<file path="src/rtl/fifo_pkg.sv">
package fifo_pkg;

   // flag values out of the asynchronous reset
   localparam logic EMPTY_RST = 1'b1;
   localparam logic FULL_RST  = 1'b0;

   function automatic int max_w(input int a, input int b);
      return (a > b) ? a : b;
   endfunction

   function automatic int min_w(input int a, input int b);
      return (a < b) ? a : b;
   endfunction

   // log2 of the port width ratio, 0 for equal widths
   function automatic int ratio_log2(input int a, input int b);
      int ratio;
      int lg;
      ratio = max_w(a, b) / min_w(a, b);
      lg = 0;
      while ((1 << lg) < ratio) begin
         lg++;
      end
      return lg;
   endfunction

endpackage

</file>
<file path="src/rtl/ram_2p.sv">
`timescale 1ns/1ps

module ram_2p #(
   parameter int DATA_W = 8,
   parameter int ADDR_W = 4
) (
   input  logic              clk_i,

   // write port
   input  logic              w_en_i,
   input  logic [ADDR_W-1:0] w_addr_i,
   input  logic [DATA_W-1:0] w_data_i,

   // read port
   input  logic              r_en_i,
   input  logic [ADDR_W-1:0] r_addr_i,
   output logic [DATA_W-1:0] r_data_o
);

   localparam int DEPTH = 2 ** ADDR_W;

   logic [DATA_W-1:0] mem [DEPTH];

   always_ff @(posedge clk_i) begin
      if (w_en_i) begin
         mem[w_addr_i] <= w_data_i;
      end
   end

   // registered read, holds between read strobes
   always_ff @(posedge clk_i) begin
      if (r_en_i) begin
         r_data_o <= mem[r_addr_i];
      end
   end

endmodule

</file>
<file path="src/rtl/ram_2p_asym.sv">
`timescale 1ns/1ps

module ram_2p_asym
   import fifo_pkg::*;
#(
   parameter int W_DATA_W = 8,
   parameter int R_DATA_W = 32,
   parameter int ADDR_W   = 6,

   localparam int MAXDATA_W  = max_w(W_DATA_W, R_DATA_W),
   localparam int MINDATA_W  = min_w(W_DATA_W, R_DATA_W),
   localparam int RATIO_LOG2 = ratio_log2(W_DATA_W, R_DATA_W),
   localparam int N          = 2 ** RATIO_LOG2,
   localparam int MINADDR_W  = ADDR_W - RATIO_LOG2,
   localparam int W_ADDR_W   = (W_DATA_W == MAXDATA_W) ? MINADDR_W : ADDR_W,
   localparam int R_ADDR_W   = (R_DATA_W == MAXDATA_W) ? MINADDR_W : ADDR_W
) (
   input  logic                     clk_i,
   input  logic                     arst_n_i,

   // fifo side
   input  logic                     w_en_i,
   input  logic [W_ADDR_W-1:0]      w_addr_i,
   input  logic [W_DATA_W-1:0]      w_data_i,
   input  logic                     r_en_i,
   input  logic [R_ADDR_W-1:0]      r_addr_i,
   output logic [R_DATA_W-1:0]      r_data_o,

   // bank side
   output logic [N-1:0]             ext_mem_w_en_o,
   output logic [N*MINADDR_W-1:0]   ext_mem_w_addr_o,
   output logic [N*MINDATA_W-1:0]   ext_mem_w_data_o,
   output logic                     ext_mem_r_en_o,
   output logic [N*MINADDR_W-1:0]   ext_mem_r_addr_o,
   input  logic [N*MINDATA_W-1:0]   ext_mem_r_data_i
);

   // write side
   if (W_DATA_W == MAXDATA_W) begin : g_w_wide
      // every bank takes its own slice
      assign ext_mem_w_en_o   = {N{w_en_i}};
      assign ext_mem_w_addr_o = {N{w_addr_i}};
      assign ext_mem_w_data_o = w_data_i;
   end else begin : g_w_narrow
      logic [RATIO_LOG2-1:0] w_sel;

      // low pointer bits pick the bank
      assign w_sel            = w_addr_i[RATIO_LOG2-1:0];
      assign ext_mem_w_en_o   = {{(N-1){1'b0}}, w_en_i} << w_sel;
      assign ext_mem_w_addr_o = {N{w_addr_i[W_ADDR_W-1:RATIO_LOG2]}};
      assign ext_mem_w_data_o = {N{w_data_i}};
   end

   assign ext_mem_r_en_o = r_en_i;

   // read side
   if (R_DATA_W == MAXDATA_W) begin : g_r_wide
      assign ext_mem_r_addr_o = {N{r_addr_i}};
      // bank 0 lands in the low bits
      assign r_data_o         = ext_mem_r_data_i;
   end else begin : g_r_narrow
      logic [RATIO_LOG2-1:0] r_sel_q;

      assign ext_mem_r_addr_o = {N{r_addr_i[R_ADDR_W-1:RATIO_LOG2]}};

      // bank select lines up with the registered bank output
      always_ff @(posedge clk_i or negedge arst_n_i) begin
         if (!arst_n_i) begin
            r_sel_q <= '0;
         end else if (r_en_i) begin
            r_sel_q <= r_addr_i[RATIO_LOG2-1:0];
         end
      end

      assign r_data_o = ext_mem_r_data_i[r_sel_q*MINDATA_W +: MINDATA_W];
   end

endmodule

</file>
<file path="src/rtl/fifo_sync.sv">
`timescale 1ns/1ps

module fifo_sync
   import fifo_pkg::*;
#(
   parameter int W_DATA_W = 8,
   parameter int R_DATA_W = 32,
   parameter int ADDR_W   = 6,

   localparam int MAXDATA_W  = max_w(W_DATA_W, R_DATA_W),
   localparam int MINDATA_W  = min_w(W_DATA_W, R_DATA_W),
   localparam int RATIO_LOG2 = ratio_log2(W_DATA_W, R_DATA_W),
   localparam int N          = 2 ** RATIO_LOG2,
   localparam int MINADDR_W  = ADDR_W - RATIO_LOG2,
   localparam int W_ADDR_W   = (W_DATA_W == MAXDATA_W) ? MINADDR_W : ADDR_W,
   localparam int R_ADDR_W   = (R_DATA_W == MAXDATA_W) ? MINADDR_W : ADDR_W
) (
   input  logic                     clk_i,
   input  logic                     arst_n_i,
   input  logic                     rst_i,

   // write port
   input  logic                     w_en_i,
   input  logic [W_DATA_W-1:0]      w_data_i,
   output logic                     w_full_o,

   // read port
   input  logic                     r_en_i,
   output logic [R_DATA_W-1:0]      r_data_o,
   output logic                     r_empty_o,

   // occupancy in narrow units
   output logic [ADDR_W:0]          level_o,

   // memory banks
   output logic [N-1:0]             ext_mem_w_en_o,
   output logic [N*MINADDR_W-1:0]   ext_mem_w_addr_o,
   output logic [N*MINDATA_W-1:0]   ext_mem_w_data_o,
   output logic                     ext_mem_r_en_o,
   output logic [N*MINADDR_W-1:0]   ext_mem_r_addr_o,
   input  logic [N*MINDATA_W-1:0]   ext_mem_r_data_i
);

   localparam logic [ADDR_W+1:0] FIFO_SIZE = (ADDR_W+2)'(1) << ADDR_W;

   // a wide access moves N narrow units
   localparam logic [ADDR_W+1:0] W_INCR =
      (W_DATA_W > R_DATA_W) ? (ADDR_W+2)'(N) : (ADDR_W+2)'(1);
   localparam logic [ADDR_W+1:0] R_INCR =
      (R_DATA_W > W_DATA_W) ? (ADDR_W+2)'(N) : (ADDR_W+2)'(1);

   logic                w_en_int;
   logic                r_en_int;
   logic [W_ADDR_W-1:0] w_addr;
   logic [R_ADDR_W-1:0] r_addr;
   logic [ADDR_W+1:0]   level_nxt;
   logic                r_empty_nxt;
   logic                w_full_nxt;

   // strobes that hit a flag are dropped
   assign w_en_int = w_en_i & ~w_full_o;
   assign r_en_int = r_en_i & ~r_empty_o;

   always_ff @(posedge clk_i or negedge arst_n_i) begin
      if (!arst_n_i) begin
         w_addr <= '0;
      end else if (rst_i) begin
         w_addr <= '0;
      end else if (w_en_int) begin
         w_addr <= w_addr + W_ADDR_W'(1);
      end
   end

   always_ff @(posedge clk_i or negedge arst_n_i) begin
      if (!arst_n_i) begin
         r_addr <= '0;
      end else if (rst_i) begin
         r_addr <= '0;
      end else if (r_en_int) begin
         r_addr <= r_addr + R_ADDR_W'(1);
      end
   end

   always_comb begin
      level_nxt = {1'b0, level_o};
      if (w_en_int) begin
         level_nxt = level_nxt + W_INCR;
      end
      if (r_en_int) begin
         level_nxt = level_nxt - R_INCR;
      end
   end

   always_ff @(posedge clk_i or negedge arst_n_i) begin
      if (!arst_n_i) begin
         level_o <= '0;
      end else if (rst_i) begin
         level_o <= '0;
      end else begin
         level_o <= level_nxt[ADDR_W:0];
      end
   end

   // flags come from the next level, rst_i reaches them through level_o
   assign r_empty_nxt = level_nxt < R_INCR;
   assign w_full_nxt  = level_nxt > (FIFO_SIZE - W_INCR);

   always_ff @(posedge clk_i or negedge arst_n_i) begin
      if (!arst_n_i) begin
         r_empty_o <= EMPTY_RST;
         w_full_o  <= FULL_RST;
      end else begin
         r_empty_o <= r_empty_nxt;
         w_full_o  <= w_full_nxt;
      end
   end

   ram_2p_asym #(
      .W_DATA_W (W_DATA_W),
      .R_DATA_W (R_DATA_W),
      .ADDR_W   (ADDR_W)
   ) i_ram_2p_asym (
      .clk_i            (clk_i),
      .arst_n_i         (arst_n_i),
      .w_en_i           (w_en_int),
      .w_addr_i         (w_addr),
      .w_data_i         (w_data_i),
      .r_en_i           (r_en_int),
      .r_addr_i         (r_addr),
      .r_data_o         (r_data_o),
      .ext_mem_w_en_o   (ext_mem_w_en_o),
      .ext_mem_w_addr_o (ext_mem_w_addr_o),
      .ext_mem_w_data_o (ext_mem_w_data_o),
      .ext_mem_r_en_o   (ext_mem_r_en_o),
      .ext_mem_r_addr_o (ext_mem_r_addr_o),
      .ext_mem_r_data_i (ext_mem_r_data_i)
   );

   a_level_max: assert property (
      @(posedge clk_i) disable iff (!arst_n_i)
      level_o <= FIFO_SIZE
   ) else $error("level above fifo size");

   // room for a whole write unit whenever one is taken
   a_no_write_full: assert property (
      @(posedge clk_i) disable iff (!arst_n_i)
      w_en_int |-> ({1'b0, level_o} <= (FIFO_SIZE - W_INCR))
   ) else $error("write accepted with no room left");

endmodule

</file>
<file path="src/rtl/fifo_top.sv">
`timescale 1ns/1ps

module fifo_top
   import fifo_pkg::*;
#(
   parameter int W_DATA_W = 8,
   parameter int R_DATA_W = 32,
   parameter int ADDR_W   = 6
) (
   input  logic                clk_i,
   input  logic                arst_n_i,
   input  logic                rst_i,

   input  logic                w_en_i,
   input  logic [W_DATA_W-1:0] w_data_i,
   output logic                w_full_o,

   input  logic                r_en_i,
   output logic [R_DATA_W-1:0] r_data_o,
   output logic                r_empty_o,

   output logic [ADDR_W:0]     level_o
);

   // bank geometry
   localparam int MINDATA_W  = min_w(W_DATA_W, R_DATA_W);
   localparam int RATIO_LOG2 = ratio_log2(W_DATA_W, R_DATA_W);
   localparam int N          = max_w(W_DATA_W, R_DATA_W) / MINDATA_W;
   localparam int MINADDR_W  = ADDR_W - RATIO_LOG2;

   logic [N-1:0]           ext_mem_w_en;
   logic [N*MINADDR_W-1:0] ext_mem_w_addr;
   logic [N*MINDATA_W-1:0] ext_mem_w_data;
   logic                   ext_mem_r_en;
   logic [N*MINADDR_W-1:0] ext_mem_r_addr;
   logic [N*MINDATA_W-1:0] ext_mem_r_data;

   fifo_sync #(
      .W_DATA_W (W_DATA_W),
      .R_DATA_W (R_DATA_W),
      .ADDR_W   (ADDR_W)
   ) i_fifo_sync (
      .clk_i            (clk_i),
      .arst_n_i         (arst_n_i),
      .rst_i            (rst_i),
      .w_en_i           (w_en_i),
      .w_data_i         (w_data_i),
      .w_full_o         (w_full_o),
      .r_en_i           (r_en_i),
      .r_data_o         (r_data_o),
      .r_empty_o        (r_empty_o),
      .level_o          (level_o),
      .ext_mem_w_en_o   (ext_mem_w_en),
      .ext_mem_w_addr_o (ext_mem_w_addr),
      .ext_mem_w_data_o (ext_mem_w_data),
      .ext_mem_r_en_o   (ext_mem_r_en),
      .ext_mem_r_addr_o (ext_mem_r_addr),
      .ext_mem_r_data_i (ext_mem_r_data)
   );

   // one narrow bank per slice, bank 0 in the low bits
   for (genvar i = 0; i < N; i++) begin : g_bank
      ram_2p #(
         .DATA_W (MINDATA_W),
         .ADDR_W (MINADDR_W)
      ) i_ram_2p (
         .clk_i    (clk_i),
         .w_en_i   (ext_mem_w_en[i]),
         .w_addr_i (ext_mem_w_addr[i*MINADDR_W +: MINADDR_W]),
         .w_data_i (ext_mem_w_data[i*MINDATA_W +: MINDATA_W]),
         .r_en_i   (ext_mem_r_en),
         .r_addr_i (ext_mem_r_addr[i*MINADDR_W +: MINADDR_W]),
         .r_data_o (ext_mem_r_data[i*MINDATA_W +: MINDATA_W])
      );
   end

endmodule

</file>
<file path="config.mk">
export PLATFORM = sky130hd
export DESIGN_NAME = fifo_top
export DESIGN_NICKNAME = d
export VERILOG_FILES = /design/src/rtl/fifo_pkg.sv /design/src/rtl/ram_2p.sv /design/src/rtl/ram_2p_asym.sv /design/src/rtl/fifo_sync.sv /design/src/rtl/fifo_top.sv
export SDC_FILE = /design/constraint.sdc
export NUM_CORES = 1
export LEC_CHECK = 0
export BUFFER_PORTS_ARGS = -buffer_cell sky130_fd_sc_hd__buf_4
export CAP_MARGIN = 20
export CORE_ASPECT_RATIO = 1.5
export CORE_MARGIN = 2
export CORE_UTILIZATION = 45
export DETAILED_ROUTE_END_ITERATION = 12
export PLACE_DENSITY = 0.73
export SLEW_MARGIN = 20
export SYNTH_ARGS = -nofsm -noshare
export SYNTH_HDL_FRONTEND = slang
export SYNTH_SLANG_ARGS = --single-unit
</file>
<file path="constraint.sdc">
create_clock -name clk_i -period 2.6 [get_ports clk_i]
set_input_delay 0.39 -clock clk_i [delete_from_list [all_inputs] [get_ports clk_i]]
set_output_delay 0.39 -clock clk_i [all_outputs]
set_load 0.01 [all_outputs]
</file>
==> results.md, run 1 <==
- The flow ran to the end, and the final reports show no timing, DRC or antenna violations.
- The netlist uses 38 different library cells.
- The antenna violation net count after detailed routing is 0.
- The leading cell type by number of instances after synthesis is sky130_fd_sc_hd__edfxtp_1.
- The wire length after detailed routing is 44.5 mm.
- The endpoint identified for the worst register-to-register timing path is g_bank[0].i_ram_2p.r_data_o[0].
- The level count of the clock H-tree is 2.
- The first global-routing pass estimated 66.5 mm of wire.
- The tightest min-delay check is of the input pin to flip-flop type.
- The number of placed I/O pins is 54.
- The maximum fanout encountered on the critical timing path is 17.
- The share of final-layout standard cells stronger than drive strength 1 is between 30% and 40%.
- The number of vias in the routed layout is 9916.
- The total negative slack is 0 ps.
- The clock tree skew after final layout is 13.6 ps.
- The number of port buffers is 53.
- The origin of the critical flop-to-flop path is i_fifo_sync.r_addr[0].
- The detailed-routed wire length on met2 is 24.8 mm.
- Clock tree synthesis selected as its root buffer the cell sky130_fd_sc_hd__clkbuf_16.
- The filler cell count is 3605.
- The number of hold-slack violations in the final timing report was 0.
- Synthesis inferred 563 register bits.
- In this run the most critical hold path is launched from rst_i.
- The final critical path time including I/O delays and setup is roughly 2300 ps.
- The leakage power figure is a little under 8 nW.
- The headroom to the max-slew limit is 52.1%.
- The worst setup path is of the flip-flop to flip-flop kind.
- When the netlist entered floorplanning its net count stood at 967.
- The cell area after technology mapping is 0.0216 sq mm.
- Among all flip-flop cells after synthesis, the most frequent one is sky130_fd_sc_hd__edfxtp_1.
- Before CTS, the worst setup slack after placement is between 300 and 400 ps.
- The starting utilization of the core area is 45.5%.
- The pre-antenna-repair detailed-routing pass consisted of 5 iterations.
- The TritonCTS buffer count is 47.
- For hold timing, the worst endpoint is i_fifo_sync.level_o[0].
- The data required time of the critical path is 2900 ps.
- Clock-pin slew was measured on the worst setup and hold paths at 70 ps.
- Summed over all nets, the half-perimeter wirelength after detailed placement is 26.6 mm.
- In the finished design, the share of the clock period the worst path needs comes to 88.4%.
- The type of element capturing the critical path is a flip-flop.
- The smallest setup slack after layout is 301 ps.
- The worst endpoint data arrival time is about 2600 ps.
- The number of cells traversed by the worst register-to-register path is 3.
- The leading area contributor after synthesis is sky130_fd_sc_hd__edfxtp_1.
- The initialized floorplan defines 98 standard-cell rows.
- The mean instance size in the synthesized netlist is between 20 and 25 sq um.
- IR analysis of the VDD net gives a maximum drop of ~0.49 mV.
- The number of antenna violations at the first check in global routing is 0.
- The CTS tree is yes.
- Setup violations remaining at the end of the flow were counted as 0.
- After global routing the overflow that remains totals 0.
- The met1 layer wirelength in the final routing is 16.0 mm.
- The via count of the first global-routing pass is around 10k.
- The synthesized design devotes to its leading area cell type 75.5% of total area.
- The power density of the placed cells is 811 mW/mm^2.
- The setup slack of the most critical reg-to-reg path is 300 ps.
- The number of synthesized flops with an enable pin is 544.
- STA classifies the critical path startpoint as a flip-flop.
- At the pin with the least slew margin, the transition time is about 720 ps.
- The diode insertion count for antenna repair is 0.
- The timing-limited maximum frequency is 435 MHz.
- The topmost layer with routed signal wires is met4.
- Relative to the synthesized area, the layout overhead comes to 14.4%.
- The pin count of the biggest net entering global routing is 65.
- Routability-driven placement finished with a final weighted congestion of between 0.8 and 0.9.
- The number of violations of the max-capacitance limit is 0.
- The source-to-sink clock delay at the later pin of the worst-skew pair is 560 ps.
- Setup repair after global routing left no endpoint under its margin.
- Clock tree synthesis found a total of 563 sinks.
- The number of DRC markers in iteration 0 is between 800 and 900.
- The share of the yosys chip area belonging to registers is 77.7%.
- After detailed routing, the average wire length per cell comes to 25.8 um.
- The overall routing resource usage is 18.2%.
- After synthesis, the cell types taking the most area are sky130_fd_sc_hd__edfxtp_1, sky130_fd_sc_hd__mux4_2, sky130_fd_sc_hd__dfrtp_1.
- The core outline area is 0.0476 sq mm.
- The final max-slew violation count came to 0.
- After detailed routing, the number of remaining DRC violations is 0.
- By count the netlist is led by sky130_fd_sc_hd__edfxtp_1, sky130_fd_sc_hd__mux4_2, sky130_fd_sc_hd__nor2_1.
- The met3 wirelength from detailed routing is 2.38 mm.
- Dividing the detail-routed via count by the number of cells gives 5.76.
- The fraction of registers with async set or reset after synthesis is 3.37%.
- The area of the die is 0.0499 sq mm.
- The number of instances resized during post-cts repair is 0.
- After the last flow step, the layout net total stands at approximately 1.1k.
- The total of warnings raised by yosys is 0.
- The floorplan step set the die width to 183 um.
- The deepest clock path buffer count is 3.
- The vertical die dimension is approximately 270 um.
- Cells fill 52.1% of the core in the end.
- The worst hold path was traced through 2 stages.
- Synthesis produced 950 cells.
[layer usage]
layer | vias to the layer above | track usage (%)
met2 | 354 | 34.1
met4 | 0 | 6.04
met1 | 5251 | 21.9
li1 | 4223 | -
met5 | - | 0
met3 | 88 | 1.97
[worst max-delay path by stage]
| stage | startpoint | end | slack, ps | depth (start not counted) |
|---|---|---|---|---|
| finish | i_fifo_sync.r_addr[0] | g_bank[0].i_ram_2p.r_data_o[0] | 300 | 3 |
| global route | i_fifo_sync.w_full_o | i_fifo_sync.r_empty_o | 210 | 8 |
| CTS | i_fifo_sync.r_addr[0] | g_bank[0].i_ram_2p.r_data_o[0] | 280 | 3 |
| detailed placement | i_fifo_sync.r_addr[0] | g_bank[0].i_ram_2p.r_data_o[1] | 320 | 3 |
| global placement | i_fifo_sync.r_addr[0] | g_bank[0].i_ram_2p.r_data_o[5] | 330 | 3 |
| floorplan | i_fifo_sync.r_empty_o | i_fifo_sync.r_empty_o | 200 | 6 |
[sequential cells by signal (all words and copies together), names as in the netlist]
| signal | cells |
|---|---|
| i_fifo_sync.r_empty_o | 1 |
| g_bank.i_ram_2p.r_data_o | 32 |
| i_fifo_sync.r_addr | 4 |
| i_fifo_sync.w_addr | 6 |
| g_bank.i_ram_2p.mem | 512 |
| i_fifo_sync.level_o | 7 |
| i_fifo_sync.w_full_o | 1 |
[where the power goes]
group,total (mW),switching (mW),internal [mW]
combinational,2.65,1.24,1.41
sequential,10.5,0.208,10.3
clock,6.98,3.04,3.94
total,20.1,4.49,15.6
[stage by stage]
| step | area (sq um) | hold WS (ps) | power [mW] | cells |
|---|---|---|---|---|
| 2_1_floorplan | 21600 | 94.4 | 12.5 | 950 |
| 3_3_place_gp | 23300 | 286 | 13.3 | 1637 |
| 3_5_place_dp | 23300 | 285 | 13.4 | 1637 |
| 4_1_cts | 24800 | 128 | 20.3 | 1721 |
| 5_1_grt | 24800 | 156 | 20.7 | 1721 |
| 6_report | 24800 | 154 | 20.1 | 1721 |
[kinds of logic after synthesis]
group	after synthesis	share of synthesized area (%)
buffers and inverters	53	1.35
xor gates and xnor gates	17	0.757
DFF	563	77.7
adders and majority gates	4	0.231
and+or+nand+nor	141	2.91
muxes	163	16.8
AOI/OAI and AO/OA	9	0.306
[final cells by class]
cell class | instances | area, sq um | share of cell area [%]
clock buffers | 55 | 1220 | 4.91
flip-flops and latches | 563 | 16800 | 67.9
clock inverters | 28 | 292 | 1.18
multi-input cells | 334 | 4540 | 18.3
inverters | 1 | 3.75 | 0.0152
well taps | 600 | 751 | 3.03
repair buffers | 140 | 1140 | 4.61
[critical path, stage by stage, from the launching register on]
cell and delay [ps]:
sky130_fd_sc_hd__dfrtp_4 580, sky130_fd_sc_hd__buf_4 390, sky130_fd_sc_hd__mux4_2 570, sky130_fd_sc_hd__mux4_2 490
[layout by cell type, fill, tap and decap left out, drive strengths merged, types with 2 or more instances in the layout]
cell    count
nand2b      2
and2        2
nor3        3
nand4       4
nand3b      5
clkbuf     55
nand3       9
xnor2       7
nor2       79
nor2b       8
buf       139
xor2        9
inv         4
clkinv     19
mux4      160
bufinv      6
nand2      22
a32oi       2
mux2i       2
edfxtp    544
dfrtp      18
a21oi       3
ha          4
[timing repair]
action                                 CTS  global route
hold buffers                             1             0
endpoints found under the hold margin   19             0
buffers inserted                         0             0
No activity file was read; power rests on OpenSTA's default activity.
==> run 2, diff against run 1 <==
Settings changed: CORE_UTILIZATION 45 to 62, PLACE_DENSITY 0.73 to 0.91, REMOVE_ABC_BUFFERS from default to 1.
==> run 2 against run 1 <==
Against the previous run: combinational power up 4%; sequential share of layout area up 0.41 points; cell count down 7.9%; power up 1.9%; global-route usage up 9.3 points; clock power up 4.3%; flip-flop and latch count unchanged; critical path depth up 2; critical path type unchanged; critical endpoint is now g_bank[1].i_ram_2p.mem[10][1]; largest cell class unchanged; largest power group unchanged.
==> results.md, run 2 (synthesized netlist as in run 1, its figures left out) <==
- The final max-slew violation count was 0 (unchanged).
- The post-placement cell area is 0.0230 sq mm (was 0.0233 sq mm).
- The internal portion of total power was 15.8 mW (was 15.6 mW).
- The hold path startpoint is rst_i (unchanged).
- The maximum fanout encountered on the critical timing path came to 16 (was 17).
- The most common cell after layout, fill and taps aside is sky130_fd_sc_hd__edfxtp_1 (unchanged).
- The timing-limited maximum frequency is 420 MHz (was 435 MHz).
- The proportion of power drawn by combinational gates is 13.5% (was 13.2%).
- The number of vias in the routed layout is 10.6k (was 9916).
- The number of setup violations in the final report is 0 (unchanged).
- The switching part of the total is 22.8% (was 22.3%).
- The power density of the placed cells is 831 mW/mm^2 (was 811 mW/mm^2).
- The setup slack of the most critical reg-to-reg path is 220 ps (was 300 ps).
- The vertical die dimension is 233 um (was 273 um).
- The area of the die was 0.0365 sq mm (was 0.0499 sq mm).
- The sink of the worst hold path was i_fifo_sync.w_addr[0] (was i_fifo_sync.level_o[0]).
- The signed area change from the synthesized netlist to the final layout was 13.7% (was 14.4%).
- The placer's final routability congestion estimate is 0.817 (was 0.833).
- The number of hold-slack violations in the final timing report is 0 (unchanged).
- The overall routing resource usage was 27.5% (was 18.2%).
- The starting utilization of the core area is 63.0% (was 45.5%).
- The TritonCTS buffer count is 47 (unchanged).
- The worst endpoint data arrival time is 2650 ps (was 2600 ps).
- Status: completed (unchanged).
- The diode insertion count for antenna repair is 0 (unchanged).
- The final worst hold slack is 174 ps (was 154 ps).
- The number of flip-flops under the largest register name came to 512 (unchanged).
- The source-to-sink clock delay at the later pin of the worst-skew pair is 570 ps (was 560 ps).
- The antenna violation net count after detailed routing came to 0 (unchanged).
- The via count of the first global-routing pass is 11.1k (was 10.3k).
- The routed wire length per instance was 30.2 um (was 25.8 um).
- The register containing the most flip-flops in the final layout was g_bank.i_ram_2p.mem (unchanged).
- The pin count of the biggest net entering global routing came to 65 (unchanged).
- The origin of the critical flop-to-flop path is i_fifo_sync.w_full_o (was i_fifo_sync.r_addr[0]).
- The wire length after detailed routing is 47.9 mm (was 44.5 mm).
- The number of violations of the max-capacitance limit is 0 (unchanged).
- The clock group share of total power came to 35.5% (was 34.8%).
- The fraction of the cycle the final worst path needs was 91.5% (was 88.4%).
- The CTS tree was yes (unchanged).
- The final routed DRC violation total was 0 (unchanged).
- Biggest regs: g_bank.i_ram_2p.mem x512, g_bank.i_ram_2p.r_data_o x32, i_fifo_sync.level_o x7 (unchanged).
- The wire length of the first global-routing pass came to 71.8 mm (was 66.5 mm).
- The total setup buffers inserted after CTS was 0 (unchanged).
- The proportion of power drawn by flip-flops and latches is 51.0% (was 52.1%).
- The total congestion overflow is 0 (unchanged).
- The total net switching power was 4.67 mW (was 4.49 mW).
- The average vias per placed instance is 6.68 (was 5.76).
- The depth of the worst hold-timing path was 2 (unchanged).
- The iteration count of the initial detailed-routing pass is 6 (was 5).
- The number of DRC markers in iteration 0 is 1325 (was 850).
- The number of cells traversed by the worst register-to-register path is 5 (was 3).
- The number of placed I/O pins is 54 (unchanged).
- The root buffer selected by CTS is sky130_fd_sc_hd__clkbuf_16 (unchanged).
- The core outline area is 0.0344 sq mm (was 0.0476 sq mm).
- RSZ-0062 raised after global routing: false (unchanged).
- The start-to-end type of the worst setup path was flip-flop to flip-flop (unchanged).
- The slew at the pin closest to its max-slew limit is 773 ps (was 719 ps).
- The type of element capturing the critical path is a flip-flop (unchanged).
- The share of final-layout standard cells stronger than drive strength 1 is 32.9% (was 33.1%).
- The floorplan die width was 157 um (was 183 um).
- The final critical path time including I/O delays and setup came to 2380 ps (was 2300 ps).
- The peak ir drop on the vdd network is 0.536 mV (was 0.485 mV).
- The data required time of the critical path is 2870 ps (was 2900 ps).
- The clock tree skew after final layout is 9.52 ps (was 13.6 ps).
- The standard-cell row count is 83 (was 98).
- The clock transition at the registers of the reported paths is 70 ps (about the same).
- The final cell area excluding filler cells is 0.0246 sq mm (was 0.0248 sq mm).
- The number of antenna violations at the first check in global routing is 0 (unchanged).
- The placed wire-length estimate after detailed placement is 27.0 mm (was 26.6 mm).
- The level count of the clock H-tree is 2 (unchanged).
- The headroom to the max-slew limit came to 48.3% (was 52.1%).
- The net count of the finished layout is 1098 (was 1104).
- The element type at the critical path start is a flip-flop (unchanged).
- The path class of the lowest-slack min-delay path is input pin to flip-flop (unchanged).
- The clock sink count came to 563 (unchanged).
- The leakage power figure came to 7.78 nW (was 7.79 nW).
- The deepest clock path buffer count is 3 (unchanged).
- The endpoint of the most critical register-to-register path is g_bank[1].i_ram_2p.mem[10][1] (was g_bank[0].i_ram_2p.r_data_o[0]).
- The number of port buffers is 53 (unchanged).
- Highest-count cells in the layout ignoring fill and taps: sky130_fd_sc_hd__edfxtp_1, sky130_fd_sc_hd__mux4_2, sky130_fd_sc_hd__buf_4 (unchanged).
## run 2: changes by cell type in the layout (fill, tap and decap cells not counted), sizes merged
cell,before,now
buf,139,133
clkinvlp,0,3
inv,4,1
clkbuf,55,57
bufinv,6,7
## run 2: repair_timing
| action | 4_1_cts | 5_1_grt |
|---|---|---|
| hold buffers | 1 | 0 |
| hold endpoints to repair | 19 | 0 |
| gates resized for setup | 0 | 0 |
## run 2: worst max-delay path by stage
stage | start | end | slack, ps | depth (start not counted)
3_5_place_dp | i_fifo_sync.r_addr[0] | g_bank[2].i_ram_2p.r_data_o[6] | 380 | 4
5_1_grt | i_fifo_sync.w_full_o | g_bank[1].i_ram_2p.mem[10][3] | 140 | 5
6_report | i_fifo_sync.w_full_o | g_bank[1].i_ram_2p.mem[10][1] | 220 | 5
3_3_place_gp | i_fifo_sync.r_addr[0] | g_bank[3].i_ram_2p.r_data_o[1] | 440 | 3
2_1_floorplan | i_fifo_sync.r_addr[0] | g_bank[0].i_ram_2p.r_data_o[0] | -3770 | 2
4_1_cts | i_fifo_sync.w_full_o | g_bank[1].i_ram_2p.mem[6][3] | 300 | 5
## run 2: final cells by class
| type | instances | area [sq um] |
|---|---|---|
| clock inverters | 29 | 315 |
| clock buffers | 57 | 1260 |
| fillers | 1797 | 9750 |
| well taps | 467 | 584 |
| multi-input cells | 334 | 4540 |
| inverters | 1 | 3.75 |
| flip-flops and latches | 563 | 16800 |
| repair buffers | 134 | 1100 |
## run 2: layer usage
layer  GRT usage [%]  vias up  wire length [um]
met3            4.54      185              3680
li1                -     4211                 -
met1            35.0     5476             16200
met2            48.0      723             25800
met5               0        -                 0
met4            10.4        0              2100
## run 2: worst max-delay path, cell delays in order (launching register included)
cell	delay (ps)
sky130_fd_sc_hd__dfrtp_1	420
sky130_fd_sc_hd__nor2b_1	190
sky130_fd_sc_hd__buf_4	250
sky130_fd_sc_hd__nand3b_1	550
sky130_fd_sc_hd__nor2_1	400
sky130_fd_sc_hd__buf_4	250
## run 2: power by group through the flow
stage,Clock [mW],Sequential (mW),Combinational [mW]
floorplan,0,10.9,1.62
global placement,0,10.6,2.58
detailed placement,0,10.6,2.72
CTS,7.35,10.4,2.79
global route,7.62,10.4,2.93
finish,7.28,10.4,2.76
## run 2: per-stage QoR
step	util (%)	setup slack, ps	TNS, ps	power, mW	std cells
final	71.6	221	0	20.5	1585
after detailed placement	67.0	378	0	13.3	1498
after CTS	71.6	300	0	20.6	1585
after floorplan	-	-3770	-132950	12.5	898
after global routing	71.6	138	0	21.0	1585
after global placement	67.0	436	0	13.2	1498
==> run 3, diff against run 2 <==
Settings changed: BUFFER_PORTS_ARGS -buffer_cell sky130_fd_sc_hd__buf_4 to -buffer_cell sky130_fd_sc_hd__clkbuf_2.
==> run 3 against run 2 <==
Against the previous run: first-iteration DRC count increased by 4.8%; global-route usage is 0.73 points higher; critical path depth shrank 1; critical endpoint is now g_bank[0].i_ram_2p.r_data_o[4]; worst hold slack improved by 43 ps.
==> results.md, run 3 (synthesized netlist as in run 1, its figures left out) <==
- The diode insertion count for antenna repair was 0 (unchanged).
- The category of cells accounting for the largest share of critical-path delay is multiplexers (was simple AND/OR/NAND/NOR gates).
- The number of vias in the routed layout is 10.7k (was 10.6k).
- The number of DRC markers in iteration 0 is 1388 (was 1325).
- The fraction of the core area covered by cells at the end of the flow was 71.8% (was 71.6%).
- The placed wire-length estimate after detailed placement was 27.4 mm (was 27.0 mm).
- The peak ir drop on the vdd network was 0.594 mV (was 0.536 mV).
- The standard-cell row count came to 83 (unchanged).
- The final critical path time including I/O delays and setup is 2370 ps (was 2380 ps).
- Biggest regs: g_bank.i_ram_2p.mem x512, g_bank.i_ram_2p.r_data_o x32, i_fifo_sync.level_o x7 (unchanged).
- The number of antenna violations at the first check in global routing came to 0 (unchanged).
- The share of final-layout standard cells stronger than drive strength 1 is 33.9% (was 32.9%).
- The level count of the clock H-tree is 2 (unchanged).
- The routed wire length per instance is 31.0 um (was 30.2 um).
- The headroom to the max-slew limit came to 36.3% (was 48.3%).
- The path class of the lowest-slack min-delay path is input pin to flip-flop (unchanged).
- The deepest clock path buffer count was 3 (unchanged).
- The antenna violation net count after detailed routing is 0 (unchanged).
- The library cell contributing the largest single delay on the critical path is sky130_fd_sc_hd__dfrtp_4 (was sky130_fd_sc_hd__nand3b_1).
- The number of flip-flops under the largest register name is 512 (unchanged).
- The worst endpoint data arrival time is 2670 ps (was 2650 ps).
- The fraction of the cycle the final worst path needs was 91.2% (was 91.5%).
- The data required time of the critical path is 2900 ps (was 2870 ps).
- The total power after layout is 20.7 mW (was 20.5 mW).
- The start-to-end type of the worst setup path is flip-flop to flip-flop (unchanged).
- The slew at the pin closest to its max-slew limit is 956 ps (was 773 ps).
- The largest stage delay on the critical path came to 590 ps (was 550 ps).
- The type of element capturing the critical path is a flip-flop (unchanged).
- The element type at the critical path start is a flip-flop (unchanged).
- The iteration count of the initial detailed-routing pass was 5 (was 6).
- The placer's final routability congestion estimate is 0.784 (was 0.817).
- The average vias per placed instance was 6.70 (was 6.68).
- RSZ-0062 raised after global routing: false (unchanged).
- The internal portion of total power was 15.9 mW (was 15.8 mW).
- The number of violations of the max-capacitance limit is 0 (unchanged).
- The total congestion overflow is 0 (unchanged).
- The total net switching power came to 4.74 mW (was 4.67 mW).
- The timing-limited maximum frequency is 421 MHz (was 420 MHz).
- The number of port buffers is 53 (unchanged).
- The clock transition at the registers of the reported paths was 60 ps (was 70 ps).
- The clock tree skew after final layout is 23.7 ps (was 9.52 ps).
- The proportion of power drawn by flip-flops and latches came to 50.5% (was 51.0%).
- Highest-count cells in the layout ignoring fill and taps: sky130_fd_sc_hd__edfxtp_1, sky130_fd_sc_hd__mux4_2, sky130_fd_sc_hd__buf_4 (unchanged).
- The vertical die dimension was 233 um (unchanged).
- The number of hold-slack violations in the final timing report was 0 (unchanged).
- The number of placed I/O pins is 54 (unchanged).
- The total negative slack came to 0 ps (unchanged).
- The pin count of the biggest net entering global routing is 66 (was 65).
- The starting utilization of the core area was 63.0% (unchanged).
- The via count of the first global-routing pass is 11.1k (about the same).
- The clock group share of total power is 36.3% (was 35.5%).
- The maximum fanout encountered on the critical timing path came to 16 (unchanged).
- The number of instances resized during post-cts repair was 0 (unchanged).
- The final worst hold slack was 217 ps (was 174 ps).
- The final max-slew violation count is 0 (unchanged).
- The wire length after detailed routing was 49.5 mm (was 47.9 mm).
- The register containing the most flip-flops in the final layout was g_bank.i_ram_2p.mem (unchanged).
- The leakage power figure came to 7.85 nW (was 7.78 nW).
- The floorplan die width was 157 um (unchanged).
- The CTS tree is yes (unchanged).
- The root buffer selected by CTS is sky130_fd_sc_hd__clkbuf_16 (unchanged).
- The power density of the placed cells was 838 mW/mm^2 (was 831 mW/mm^2).
- The area of the die was 0.0365 sq mm (unchanged).
- Series of cell instances along the critical path: buf_12 > buf_12 > mux4_2 > mux4_2 (was nor2b_1 > buf_4 > nand3b_1 > nor2_1 > buf_4).
- The switching part of the total came to 22.9% (was 22.8%).
- The source-to-sink clock delay at the later pin of the worst-skew pair was 580 ps (was 570 ps).
- The final cell area excluding filler cells is 0.0247 sq mm (was 0.0246 sq mm).
- The most common cell after layout, fill and taps aside is sky130_fd_sc_hd__edfxtp_1 (unchanged).
- The signed area change from the synthesized netlist to the final layout came to 14.0% (was 13.7%).
- The wire length of the first global-routing pass is 73.0 mm (was 71.8 mm).
- The clock sink count is 563 (unchanged).
- The total setup buffers inserted after CTS is 0 (unchanged).
- The number of buffers and inverters on the critical path is 2 (unchanged).
- The TritonCTS buffer count is 49 (was 47).
- The proportion of power drawn by combinational gates is 13.1% (was 13.5%).
- The net count of the finished layout is 1109 (was 1098).
- Status: completed (unchanged).
- The core outline area came to 0.0344 sq mm (unchanged).
- The final routed DRC violation total is 0 (unchanged).
- The post-placement cell area is 0.0230 sq mm (about the same).
- The number of setup violations in the final report is 0 (unchanged).
- The overall routing resource usage came to 28.2% (was 27.5%).
[run 3: per-stage QoR]
step                setup slack (ps)  std cells
floorplan                      -3770        898
global placement                 380       1507
detailed placement               275       1507
CTS                              216       1599
global route                     138       1599
finish                           228       1599
[run 3: routing by layer]
metal	global-route usage [%]	routed length [um]	share of wire, %
met1	36.2	16700	34
met2	48.1	26200	53
met3	4.82	4250	8.6
met4	12.3	2330	4.7
met5	0	0	0
[run 3: power by group through the flow]
stage          Clock, mW  Sequential (mW)  Combinational, mW
2_1_floorplan          0             10.9               1.62
3_3_place_gp           0             10.6               2.55
3_5_place_dp           0             10.6               2.66
4_1_cts             7.56             10.4               2.74
5_1_grt             7.85             10.5               2.88
6_report            7.51             10.4               2.72
[run 3: final cells by class]
cell class	count	area, sq um
Sequential cell	563	16800
Fill cell	1768	9700
Multi-Input combinational cell	334	4540
Clock buffer	66	1370
Timing Repair Buffer	143	1060
Tap cell	467	584
Clock inverter	25	282
Inverter	1	3.75
[run 3: worst paths after layout]
check                                       startpoint                        endpoint  slack [ps]  depth (start not counted)
min in group asynchronous                     arst_n_i          i_fifo_sync.level_o[0]         340                          2
worst max-delay path             i_fifo_sync.r_addr[0]  g_bank[0].i_ram_2p.r_data_o[4]         230                          4
worst min register to register  i_fifo_sync.level_o[1]          i_fifo_sync.level_o[1]         620                          2
worst min-delay path                            r_en_i          i_fifo_sync.level_o[3]         220                          3
worst max register to register   i_fifo_sync.r_addr[0]  g_bank[0].i_ram_2p.r_data_o[4]         230                          4
max in group asynchronous                     arst_n_i           i_fifo_sync.r_addr[1]        1830                          2
[run 3: worst register-to-register path, cell delays in order (launching register included)]
cell	delay, ps
sky130_fd_sc_hd__dfrtp_4	590
sky130_fd_sc_hd__buf_12	220
sky130_fd_sc_hd__buf_12	200
sky130_fd_sc_hd__mux4_2	560
sky130_fd_sc_hd__mux4_2	520
[run 3: timing repair]
action,CTS,global route
hold buffers,1,0
setup endpoints to repair,0,0
hold endpoints to repair,18,0
